[src/source/frogger_pkg.sv]
`default_nettype none

package frogger_pkg;

	//////////////////////////////////////////////////
	// Playfield geometry
	//////////////////////////////////////////////////

	localparam int GRID_COLS = 8;
	localparam int GRID_ROWS = 6;

	typedef logic [2:0] tile_col_t;
	typedef logic [2:0] tile_row_t;

	localparam tile_row_t HOME_ROW = 3'd0;
	localparam tile_row_t CAR_ROW = 3'd3;
	localparam tile_row_t START_ROW = 3'd5;
	localparam tile_col_t START_COL = 3'd7;

	typedef struct packed {
		logic red;
		logic green;
		logic blue;
	} rgb_t;

	localparam rgb_t COLOR_FROG = 3'b110;
	localparam rgb_t COLOR_CAR = 3'b100;
	localparam rgb_t COLOR_ROAD = 3'b000;
	localparam rgb_t COLOR_HOME = 3'b001;
	localparam rgb_t COLOR_GRASS = 3'b010;
	localparam rgb_t COLOR_BLANK = 3'b000;

	//////////////////////////////////////////////////
	// Keyboard and game types
	//////////////////////////////////////////////////

	// Set 2 make codes
	typedef enum logic [7:0] {
		KEY_UP = 8'h75,
		KEY_DOWN = 8'h72,
		KEY_LEFT = 8'h6b,
		KEY_RIGHT = 8'h74,
		KEY_START = 8'h14,
		KEY_BREAK = 8'hf0
	} key_code_e;

	typedef enum logic [1:0] {
		GAME_IDLE,
		GAME_PLAY,
		GAME_OVER
	} game_state_e;

	typedef struct packed {
		logic valid;
		logic [7:0] code;
	} key_event_t;

	typedef struct packed {
		tile_col_t frog_col;
		tile_row_t frog_row;
		tile_col_t car_col;
	} field_t;

	typedef struct packed {
		game_state_e state;
		logic [3:0] score;
		field_t field;
	} status_t;

	typedef struct packed {
		logic visible;
		logic hsync;
		logic vsync;
		tile_col_t col;
		tile_row_t row;
	} scan_t;

endpackage

`default_nettype wire
[src/source/frogger_top.sv]
`timescale 1ns/1ns
`default_nettype none

module frogger_top #(
	parameter int TILE_PX = 100,
	parameter int H_FRONT = 56,
	parameter int H_SYNC = 120,
	parameter int H_BACK = 64,
	parameter int V_FRONT = 37,
	parameter int V_SYNC = 6,
	parameter int V_BACK = 23,
	parameter int CAR_PERIOD = 20_000_000
) (
	input logic clk,
	input logic rst,
	input logic ps2_clk,
	input logic ps2_data,
	output logic vga_red,
	output logic vga_green,
	output logic vga_blue,
	output logic vga_hsync,
	output logic vga_vsync,
	output frogger_pkg::status_t status
);

	frogger_pkg::key_event_t key;
	frogger_pkg::scan_t scan;

	ps2_receiver ps2_receiver_inst (
		.clk(clk),
		.rst(rst),
		.ps2_clk(ps2_clk),
		.ps2_data(ps2_data),
		.key(key)
	);

	frog_game #(
		.CAR_PERIOD(CAR_PERIOD)
	) frog_game_inst (
		.clk(clk),
		.rst(rst),
		.key(key),
		.status(status)
	);

	vga_scan #(
		.TILE_PX(TILE_PX),
		.H_FRONT(H_FRONT),
		.H_SYNC(H_SYNC),
		.H_BACK(H_BACK),
		.V_FRONT(V_FRONT),
		.V_SYNC(V_SYNC),
		.V_BACK(V_BACK)
	) vga_scan_inst (
		.clk(clk),
		.rst(rst),
		.scan(scan)
	);

	field_renderer field_renderer_inst (
		.clk(clk),
		.rst(rst),
		.scan(scan),
		.field(status.field),
		.vga_red(vga_red),
		.vga_green(vga_green),
		.vga_blue(vga_blue),
		.vga_hsync(vga_hsync),
		.vga_vsync(vga_vsync)
	);

endmodule

`default_nettype wire

[src/source/field_renderer.sv]
`timescale 1ns/1ns
`default_nettype none

module field_renderer (
	input logic clk,
	input logic rst,
	input frogger_pkg::scan_t scan,
	input frogger_pkg::field_t field,
	output logic vga_red,
	output logic vga_green,
	output logic vga_blue,
	output logic vga_hsync,
	output logic vga_vsync
);

	frogger_pkg::rgb_t pix;
	frogger_pkg::rgb_t color;
	logic hsync_q;
	logic vsync_q;

	// Tile priority, frog drawn over the car
	always_comb begin
		if (!scan.visible)
			pix = frogger_pkg::COLOR_BLANK;
		else if (scan.col == field.frog_col && scan.row == field.frog_row)
			pix = frogger_pkg::COLOR_FROG;
		else if (scan.row == frogger_pkg::CAR_ROW && scan.col == field.car_col)
			pix = frogger_pkg::COLOR_CAR;
		else if (scan.row == frogger_pkg::CAR_ROW)
			pix = frogger_pkg::COLOR_ROAD;
		else if (scan.row == frogger_pkg::HOME_ROW)
			pix = frogger_pkg::COLOR_HOME;
		else
			pix = frogger_pkg::COLOR_GRASS;
	end

	// Colour and syncs share one register stage
	always_ff @(posedge clk or posedge rst) begin
		if (rst) begin
			color <= frogger_pkg::COLOR_BLANK;
			hsync_q <= 1'b1;
			vsync_q <= 1'b1;
		end else begin
			color <= pix;
			hsync_q <= scan.hsync;
			vsync_q <= scan.vsync;
		end
	end

	assign vga_red = color.red;
	assign vga_green = color.green;
	assign vga_blue = color.blue;
	assign vga_hsync = hsync_q;
	assign vga_vsync = vsync_q;

endmodule

`default_nettype wire

[src/source/vga_scan.sv]
`timescale 1ns/1ns
`default_nettype none

module vga_scan #(
	parameter int TILE_PX = 100,
	parameter int H_FRONT = 56,
	parameter int H_SYNC = 120,
	parameter int H_BACK = 64,
	parameter int V_FRONT = 37,
	parameter int V_SYNC = 6,
	parameter int V_BACK = 23
) (
	input logic clk,
	input logic rst,
	output frogger_pkg::scan_t scan
);

	localparam int H_VIS = frogger_pkg::GRID_COLS * TILE_PX;
	localparam int V_VIS = frogger_pkg::GRID_ROWS * TILE_PX;
	localparam int H_TOTAL = H_VIS + H_FRONT + H_SYNC + H_BACK;
	localparam int V_TOTAL = V_VIS + V_FRONT + V_SYNC + V_BACK;
	localparam int H_W = $clog2(H_TOTAL + 1);
	localparam int V_W = $clog2(V_TOTAL + 1);
	localparam int S_W = $clog2(TILE_PX + 1);

	logic [H_W-1:0] h_cnt;
	logic [V_W-1:0] v_cnt;
	logic [S_W-1:0] h_sub;
	logic [S_W-1:0] v_sub;
	frogger_pkg::tile_col_t h_tile;
	frogger_pkg::tile_row_t v_tile;
	logic line_end;
	logic frame_end;

	assign line_end = (h_cnt == H_W'(H_TOTAL - 1));
	assign frame_end = (v_cnt == V_W'(V_TOTAL - 1));

	always_ff @(posedge clk or posedge rst) begin
		if (rst) begin
			h_cnt <= '0;
			h_sub <= '0;
			h_tile <= '0;
		end else if (line_end) begin
			h_cnt <= '0;
			h_sub <= '0;
			h_tile <= '0;
		end else begin
			h_cnt <= h_cnt + 1'b1;
			if (h_sub == S_W'(TILE_PX - 1)) begin
				h_sub <= '0;
				h_tile <= h_tile + 3'd1;
			end else begin
				h_sub <= h_sub + 1'b1;
			end
		end
	end

	// Rows step once per line
	always_ff @(posedge clk or posedge rst) begin
		if (rst) begin
			v_cnt <= '0;
			v_sub <= '0;
			v_tile <= '0;
		end else if (line_end) begin
			if (frame_end) begin
				v_cnt <= '0;
				v_sub <= '0;
				v_tile <= '0;
			end else begin
				v_cnt <= v_cnt + 1'b1;
				if (v_sub == S_W'(TILE_PX - 1)) begin
					v_sub <= '0;
					v_tile <= v_tile + 3'd1;
				end else begin
					v_sub <= v_sub + 1'b1;
				end
			end
		end
	end

	assign scan = frogger_pkg::scan_t'{
		visible: (h_cnt < H_W'(H_VIS)) && (v_cnt < V_W'(V_VIS)),
		hsync: !((h_cnt >= H_W'(H_VIS + H_FRONT)) && (h_cnt < H_W'(H_VIS + H_FRONT + H_SYNC))),
		vsync: !((v_cnt >= V_W'(V_VIS + V_FRONT)) && (v_cnt < V_W'(V_VIS + V_FRONT + V_SYNC))),
		col: h_tile,
		row: v_tile
	};

endmodule

`default_nettype wire

[src/source/frog_game.sv]
`timescale 1ns/1ns
`default_nettype none

module frog_game #(
	parameter int CAR_PERIOD = 20_000_000
) (
	input logic clk,
	input logic rst,
	input frogger_pkg::key_event_t key,
	output frogger_pkg::status_t status
);

	localparam int CNT_W = $clog2(CAR_PERIOD + 1);

	frogger_pkg::game_state_e state;
	logic [3:0] score;
	frogger_pkg::tile_col_t frog_col;
	frogger_pkg::tile_row_t frog_row;
	frogger_pkg::tile_col_t car_col;
	logic [CNT_W-1:0] car_cnt;
	frogger_pkg::tile_col_t next_col;
	frogger_pkg::tile_row_t next_row;
	logic hit;
	logic start_key;

	//////////////////////////////////////////////////
	// Car lane
	//////////////////////////////////////////////////

	// Runs in every state, the 3-bit column wraps 7 to 0
	always_ff @(posedge clk or posedge rst) begin
		if (rst) begin
			car_cnt <= '0;
			car_col <= '0;
		end else if (car_cnt == CNT_W'(CAR_PERIOD - 1)) begin
			car_cnt <= '0;
			car_col <= car_col + 3'd1;
		end else begin
			car_cnt <= car_cnt + 1'b1;
		end
	end

	//////////////////////////////////////////////////
	// Frog movement and game FSM
	//////////////////////////////////////////////////

	// Clamped one-tile step
	always_comb begin
		next_col = frog_col;
		next_row = frog_row;
		case (key.code)
			frogger_pkg::KEY_UP:
				if (frog_row != '0)
					next_row = frog_row - 3'd1;
			frogger_pkg::KEY_DOWN:
				if (frog_row != frogger_pkg::tile_row_t'(frogger_pkg::GRID_ROWS - 1))
					next_row = frog_row + 3'd1;
			frogger_pkg::KEY_LEFT:
				if (frog_col != '0)
					next_col = frog_col - 3'd1;
			frogger_pkg::KEY_RIGHT:
				if (frog_col != frogger_pkg::tile_col_t'(frogger_pkg::GRID_COLS - 1))
					next_col = frog_col + 3'd1;
			default: ;
		endcase
	end

	assign hit = (frog_row == frogger_pkg::CAR_ROW) && (frog_col == car_col);
	assign start_key = key.valid && (key.code == frogger_pkg::KEY_START);

	always_ff @(posedge clk or posedge rst) begin
		if (rst) begin
			state <= frogger_pkg::GAME_IDLE;
			score <= '0;
			frog_col <= frogger_pkg::START_COL;
			frog_row <= frogger_pkg::START_ROW;
		end else begin
			case (state)
				frogger_pkg::GAME_PLAY: begin
					if (hit) begin
						state <= frogger_pkg::GAME_OVER;
					end else if (key.valid) begin
						if (next_row == frogger_pkg::HOME_ROW) begin
							score <= score + 4'd1;
							frog_col <= frogger_pkg::START_COL;
							frog_row <= frogger_pkg::START_ROW;
						end else begin
							frog_col <= next_col;
							frog_row <= next_row;
						end
					end
				end
				frogger_pkg::GAME_IDLE, frogger_pkg::GAME_OVER: begin
					if (start_key) begin
						state <= frogger_pkg::GAME_PLAY;
						score <= '0;
						frog_col <= frogger_pkg::START_COL;
						frog_row <= frogger_pkg::START_ROW;
					end
				end
				default: state <= frogger_pkg::GAME_IDLE;
			endcase
		end
	end

	assign status = frogger_pkg::status_t'{
		state: state,
		score: score,
		field: frogger_pkg::field_t'{frog_col: frog_col, frog_row: frog_row, car_col: car_col}
	};

endmodule

`default_nettype wire

[src/source/ps2_receiver.sv]
`timescale 1ns/1ns
`default_nettype none

module ps2_receiver (
	input logic clk,
	input logic rst,
	input logic ps2_clk,
	input logic ps2_data,
	output frogger_pkg::key_event_t key
);

	logic [1:0] clk_sync;
	logic [1:0] data_sync;
	logic clk_prev;
	logic fall;
	logic [3:0] bit_cnt;
	logic [10:0] frame;
	logic frame_done;
	logic frame_ok;
	logic break_seen;
	logic key_valid;
	logic [7:0] key_code;

	// Both lines idle high
	always_ff @(posedge clk or posedge rst) begin
		if (rst) begin
			clk_sync <= 2'b11;
			data_sync <= 2'b11;
			clk_prev <= 1'b1;
		end else begin
			clk_sync <= {clk_sync[0], ps2_clk};
			data_sync <= {data_sync[0], ps2_data};
			clk_prev <= clk_sync[1];
		end
	end

	assign fall = clk_prev & ~clk_sync[1];

	// Start, 8 data bits LSB first, parity, stop
	always_ff @(posedge clk) begin
		if (fall)
			frame <= {data_sync[1], frame[10:1]};
	end

	assign frame_done = (bit_cnt == 4'd11);
	assign frame_ok = ~frame[0] & frame[10] & (^frame[9:1]);

	always_ff @(posedge clk or posedge rst) begin
		if (rst) begin
			bit_cnt <= '0;
			break_seen <= 1'b0;
			key_valid <= 1'b0;
		end else begin
			key_valid <= 1'b0;
			if (frame_done)
				bit_cnt <= '0;
			else if (fall)
				bit_cnt <= bit_cnt + 4'd1;
			if (frame_done && frame_ok) begin
				if (break_seen)
					break_seen <= 1'b0;
				else if (frame[8:1] == frogger_pkg::KEY_BREAK)
					break_seen <= 1'b1;
				else
					key_valid <= 1'b1;
			end
		end
	end

	always_ff @(posedge clk) begin
		if (frame_done)
			key_code <= frame[8:1];
	end

	assign key = frogger_pkg::key_event_t'{valid: key_valid, code: key_code};

endmodule

`default_nettype wire

[config.mk]
export PLATFORM = sky130hd
export DESIGN_NAME = frogger_top
export DESIGN_NICKNAME = d
export VERILOG_FILES = /design/src/source/frogger_pkg.sv /design/src/source/frogger_top.sv /design/src/source/field_renderer.sv /design/src/source/vga_scan.sv /design/src/source/frog_game.sv /design/src/source/ps2_receiver.sv
export SDC_FILE = /design/constraint.sdc
export NUM_CORES = 1
export LEC_CHECK = 0
export BUFFER_PORTS_ARGS = -buffer_cell sky130_fd_sc_hd__buf_2
export CAP_MARGIN = 20
export CORE_MARGIN = 10
export CORE_UTILIZATION = 65
export DETAILED_ROUTE_END_ITERATION = 7
export PLACE_DENSITY = 0.91
export SYNTH_ARGS = -nofsm -noshare
export SYNTH_HDL_FRONTEND = slang
export SYNTH_SLANG_ARGS = --single-unit
[constraint.sdc]
create_clock -name clk -period 7.3 [get_ports clk]
set_input_delay 1.46 -clock clk [delete_from_list [all_inputs] [get_ports clk]]
set_output_delay 1.46 -clock clk [all_outputs]
set_load 0.05 [all_outputs]
==> results list, run 1 <==
* Per-cell via count in the routed design: 6.007
- Entering global routing, the biggest net connects 84 pins.
- Maximum level of the CTS H-tree: 4
- Number of gates resized after CTS: 0
* Post-synth top area share: 37.17%
* Final wirelength: 11,870 µm
- Via total after detailed routing: 4,139
- The via count of the first global-routing pass was 4,276.
- Later-pin clock latency in the skew report: 0.53 ns
- After synthesis, the share of flip-flops with an asynchronous set or reset is 83.62%.
- Endpoint arrival time on the critical path: 1.46 ns
- Cell Chain, Critical Path: buf_2
- Die area: 12,960 µm²
- The detailed router finished its first iteration with 239 violations.
- Stage delay of the slowest cell on the critical path: 0.63 ns
* Multi-input gate area: 2562 µm²
- Clock-pin slew on the worst setup and hold paths: 0.06 ns
- Final Setup Violations: 0
- After synthesis, the mean cell area works out to 10.72 µm².
- Net count, final: 597
- Netlist cell types: 60
- Worst path top cell family by delay: flip-flops
- Slew Limit Fails: 0
* Minimum period implied by the final worst setup slack: 2.917 ns
- Sequential fraction of the synthesis area: 52.65%
- TritonCTS built the clock tree.
- Cell accounting for the most synthesized area: dfrtp_1
- Summed over all nets, the half-perimeter wirelength after detailed placement is 7541 µm.
- Biggest fanout along the worst timing path: 7
* Max Cap Violations: 0
- The first global-routing pass estimated 20,530 µm of wire.
- Antenna violations before repair: 0
* Placed inst area: 5933 µm²
* Weighted congestion reported at the end of routability-driven placement: 0.8355
- Net count of the mapped netlist: 563
* Overall routing resource usage: 19.41%
- The synthesized design contains 116 register bits.
- Maximum number of buffers from clock root to sink: 2
- Max VDD drop: 163.2 µV
- CTS placed an instance of clkbuf_8 at the clock tree root.
- Buffers inserted to repair hold after CTS numbered 0.
* Die height: 113.8 µm
- The run finished with clean final reports.
* Power density relative to cell area: 238.8 nW/µm²
* Total power after layout: 1563 µW
* Floorplan die width: 113.8 µm
* DRT Pass-1 Iters: 5
- The total overflow left after global routing is 0.
- The initial utilization of the core area, before any placement, comes to 66.27%.
* Port-buffer cells: 23
* Clock buffer count from CTS: 17
* Utilization of the core after routing: 75.79%
- Worst clock skew: 0.007720 ns
- Of the available clock period, the critical path in the final layout requires 39.96%.
- In the final routed layout, each cell accounts on average for 17.22 µm.
- Category of the most critical setup path: reg2out
- For the pin with the worst max-slew slack, the measured transition is 0.9083 ns.
- Yosys mapped a number of flops with a built-in enable equal to 19.
- Kind of end point of the critical path: output pin
* Area delta synth->final: 14.36%
* Netlist area before placement: 5723 µm²
- The detail route stage leaves a number of antenna-violating nets equal to 0.
* Synthesis Warnings: 0
- Together, buffers and inverters on the worst path number 1.
- At the worst endpoint, the required time is 5.84 ns.
- The sequential cells in the finished layout cover a total of 3013 µm².
- Worst min-delay path category: reg2reg
- The total area inside the core boundary comes to 8636 µm².
* Final Cell Area: 6545 µm²
- The tree built by TritonCTS fans out to 116 sinks.
- For this design, the slowest cell found on the critical path is dfstp_2.
- Proportion of layout cells with a drive suffix above 1: 14.97%
- In this run the core area contains 34 standard-cell rows.
- After synthesis, the cell types taking the most area are dfrtp_1 (37%), edfxtp_1 (10%), xnor2_1 (6.7%).
- Fillers: 542
- Syn Inst Count: 534
- Leakage power summed over all cells: 0.002877 µW
- # diodes: 0
- Most frequent standard cell in the layout excluding fill and tap cells: dfrtp_1
- For this run, the leading register cell type out of synthesis is dfrtp_1.
* Most frequent cells in the layout: dfrtp_1 (85), nor2_1 (49), nand2_1 (46)
- Post-route setup TNS: 0 ns
* RSZ-0062 raised after global routing: no
* Remaining max-slew budget at the tightest pin: 39.22%
- I/O pin total: 24
- For this run, the top clock speed supported by timing is 342.8 MHz.
- Critical path launch point type: flop
- Final hold vios: 0
* Number of design rule violations left after detail routing: 0
- Setup bufs post-CTS: 0
==> registers in the layout, indices dropped and copies added (netlist names), 2 cells and up <==
register / cells
frog_game_inst.score: 4
vga_scan_inst.v_sub: 7
frog_game_inst.state: 2
vga_scan_inst.h_sub: 7
frog_game_inst.car_cnt: 25
vga_scan_inst.v_tile: 3
frog_game_inst.frog_col: 3
ps2_receiver_inst.key_code: 8
frog_game_inst.frog_row: 3
vga_scan_inst.h_cnt: 11
ps2_receiver_inst.bit_cnt: 4
vga_scan_inst.v_cnt: 10
vga_scan_inst.h_tile: 3
ps2_receiver_inst.frame: 11
ps2_receiver_inst.clk_sync: 2
frog_game_inst.car_col: 3
ps2_receiver_inst.data_sync: 2
==> synthesized netlist by cell type (all sizes together) (4+ instances only) <==
cell,instances
dfrtp,85
nor2,49
nand2,46
xnor2,44
nand3,28
o21ai,28
ha,24
inv,24
xor2,20
edfxtp,19
nand4,15
nor3,14
a21oi,12
dfstp,12
and3,11
nor2b,8
nor4,8
clkbuf,7
nand2b,7
buf,5
mux2,5
nand4b,5
a31oi,4
nor3b,4
o31ai,4
or3,4
==> path summary, 6_finish.rpt <==
check	start	slack, ns	depth (start not counted)	to
min in group asynchronous	rst	0.84	2	frog_game_inst.car_cnt[19]
min	ps2_receiver_inst.clk_sync[0]	0.36	0	ps2_receiver_inst.clk_sync[1]
max reg2reg	frog_game_inst.car_cnt[14]	4.87	4	frog_game_inst.car_col[1]
max	frog_game_inst.frog_col[0]	4.38	1	status[6]
max in group asynchronous	rst	5.63	4	frog_game_inst.frog_col[0]
min reg2reg	ps2_receiver_inst.clk_sync[0]	0.36	0	ps2_receiver_inst.clk_sync[1]
==> power breakdown <==
part           switching, µW  leakage, µW  total, µW  internal [µW]
clock                    313     0.000272        811            497
sequential              16.6      0.00143        695            679
combinational           31.9      0.00118       57.0           25.1
==> cell type report <==
cell class / instances / share of cell area (%)
timing repair buffer: 27 / 2.485
multi-input combinational: 382 / 39.15
clock inverter: 14 / 2.313
clock buffer: 18 / 6.538
inverter: 24 / 1.415
sequential: 116 / 46.03
tap: 108 / 2.065
==> logic make-up after synthesis <==
family	after synthesis	synth area share, %
mux	8	1.574
compound gates	67	7.237
flops	116	52.65
fa+ha+maj	25	5.597
buf+inv	36	2.580
simple gates	218	20.57
xor+xnor	64	9.795
==> layer usage <==
metal | share of wire (%) | vias to the layer above | track usage [%]
met5 | 0 | - | 0
met4 | 2.8 | 0 | 10.19
met3 | 3.5 | 35 | 4.829
met2 | 51 | 109 | 31.73
met1 | 43 | 2051 | 23.23
li1 | - | 1944 | -
==> metrics by stage <==
stage / hold WS (ns) / worst slack [ns] / std cells
3_3_place_gp: 0.3497 / 4.636 / 655
3_5_place_dp: 0.3492 / 4.559 / 655
5_1_grt: 0.3644 / 4.347 / 689
2_1_floorplan: 0.3452 / 3.326 / 534
4_1_cts: 0.3620 / 4.371 / 687
6_report: 0.3573 / 4.383 / 689
Power figures use the tool's default switching activity.
==> run 2, diff against run 1 <==
- CORE_UTILIZATION: 65 -> 62
- PLACE_DENSITY: 0.91 -> 0.88
- clock period: 7.3 -> 2.7 ns (I/O delays scaled with it)
==> run 2 against run 1 <==
Effect of this change: first-iteration DRC count grew 38%; clock power grew to 2.9 times the previous value; die area grew 4.0%; combinational power grew to 2.9 times the previous value; setup slack lost 4.1 ns; largest power group unchanged; total power grew to 2.8 times the previous value.
==> results list, run 2 (synthesis gave the netlist of run 1 again) <==
* Slew Limit Fails: 0
* Total of hold buffers inserted after clock tree synthesis: 0
- Number of gates resized after CTS: 0
- Final wirelength: 12,740 µm
- Setup violations remaining at the end of the flow were counted as 0.
- The first TritonRoute pass finished after 5 iterations.
- # diodes: 0
* CTS Root Cell: clkbuf_8
* Share of the clock period used by the worst path: 87.72%
- Worst clock skew: 0.006460 ns
* Die height: 116.1 µm
- Proportion of layout cells with a drive suffix above 1: 15.56%
- Most frequent standard cell in the layout excluding fill and tap cells: dfrtp_1
- The sequential cells in the finished layout cover a total of 3013 µm².
- Max Cap Violations: 0
- Power density relative to cell area: 665.0 nW/µm²
- The clock tree synthesis step divided the H-tree into 4 levels.
- Iteration-0 DRC count of the detailed router: 329
- The first global-routing pass estimated 21,270 µm of wire.
- For this run, the slowest stage of the critical path takes 0.58 ns.
- The cell that appears most often on the critical path is o21a_1.
- Net count, final: 601
* Minimum period implied by the final worst setup slack: 2.368 ns
- In this run the remaining antenna-violating nets after routing total 0.
- Category of the most critical setup path: reg2reg
- IR analysis of the VDD net gives a maximum drop of 535.9 µV.
- No sink is reached through more buffers than the 2 on the longest clock path.
- For this run, the total global-route usage over all layers was measured as 19.93%.
* Worst hold margin: 0.1091 ns
- The slowest stage of the critical path belongs to the cell dfstp_2.
* Via total after detailed routing: 4,227
- The largest registers in the layout are frog_game_inst.car_cnt x25, ps2_receiver_inst.frame x11, vga_scan_inst.h_cnt x11.
- Later-pin clock latency in the skew report: 0.52 ns
* Die area: 13,470 µm²
- Cell Chain, Critical Path: inv_1 > ha_1 > nand2b_1 > mux2i_1 > a22oi_1 > o21a_1 > and3_4 > o21a_1 > mux2_4
- The register with the most flip-flops in the layout has 25 of them.
- Pin placement for this block handled 24 I/O pins.
- TritonCTS built the clock tree.
- For the pin with the worst max-slew slack, the measured transition is 0.7076 ns.
- Number of design rule violations left after detail routing: 0
* Fillers: 567
- Row generation in the floorplan step produced 34 rows.
* Antenna violations before repair: 0
- In the final timing run, aggregate negative setup slack is 0 ns.
- Total grt overflow: 0
- The flow ran to the end, and the final reports show no timing, DRC or antenna violations.
- In this design, the largest share of critical-path delay is due to flip-flops.
- Endpoint arrival time on the critical path: 2.82 ns
- Via count of the first global-routing pass: 4,399
* Critical path launch point type: flop
* Sink count of the clock tree: 116
- The area growth from synthesis to layout is 15.52%.
- Pin count of the biggest net entering global routing: 98
* RSZ-0062 raised after global routing: no
- Kind of end point of the critical path: flop
- Port buffering added 23 buffers.
* Clock-pin slew on the worst setup and hold paths: 0.06 ns
* Clock buffer count from CTS: 17
* Per-cell via count in the routed design: 6.100
* Setup bufs post-CTS: 0
- Of all nets on the critical path, the largest fanout is 11.
- For this run, the top clock speed supported by timing is 422.2 MHz.
* Final hold vios: 0
* Starting utilization of the core area: 64.68%
- Most frequent cells in the layout: dfrtp_1 (85), nor2_1 (49), nand2_1 (46)
* Floorplan die width: 116.1 µm
- Routed wire length per instance: 18.38 µm
- Leakage power summed over all cells: 0.002916 µW
- The congestion estimate from routability-driven global placement came to 0.9264.
* Required time worst endpoint: 3.15 ns
- The path class of the tightest hold or removal check is in2reg.
- More flip-flops sit in one register than any other, and that register is frog_game_inst.car_cnt.
* HPWL reported at the end of detailed placement: 7610 µm
- Multi-input gate area: 2562 µm²
- The number of buffers and inverters on the critical path is 1.
- Area of the placeable core: 8848 µm²
- The worst pin sits at a relative slew slack of 52.33%.
-- run 2: final cells by class --
cell class	instances	area share (%)
multi-input combinational	382	38.76
tap	108	2.044
clock inverter	14	3.047
timing repair buffer	31	2.839
inverter	24	1.419
clock buffer	18	6.321
sequential	116	45.57
-- run 2: through the flow --
stage	util, %	area, µm²	instances	total power, µW	worst slack (ns)
floorplan	-	5727	534	2017	0.1912
global placement	67.72	5992	661	2048	0.4583
detailed placement	67.72	5992	661	2068	0.3818
CTS	74.72	6611	693	4405	0.3580
global route	74.72	6611	693	4518	0.2228
finish	74.72	6611	693	4397	0.3316
-- run 2: path summary, 6_finish.rpt --
kind,end,from,cells past startpoint,slack [ns]
max in group asynchronous,ps2_receiver_inst.data_sync[1],rst,3,2.16
min in group asynchronous,vga_scan_inst.h_cnt[4],rst,3,0.16
max,frog_game_inst.frog_col[0],frog_game_inst.frog_row[0],9,0.33
min,ps2_receiver_inst.data_sync[0],ps2_data,1,0.11
max reg2reg,frog_game_inst.frog_col[0],frog_game_inst.frog_row[0],9,0.33
min reg2reg,ps2_receiver_inst.data_sync[1],ps2_receiver_inst.data_sync[0],0,0.36
-- run 2: power breakdown --
group	switching [µW]	internal, µW	total, µW
combinational	98.7	68.0	167
sequential	45.8	1840	1880
clock	839	1510	2350
-- run 2: layer usage --
| layer | wire length [µm] | GRT usage (%) |
|---|---|---|
| met1 | 5175 | 22.50 |
| met2 | 6450 | 33.64 |
| met3 | 673 | 5.013 |
| met4 | 436 | 11.76 |
| met5 | 0 | 0 |
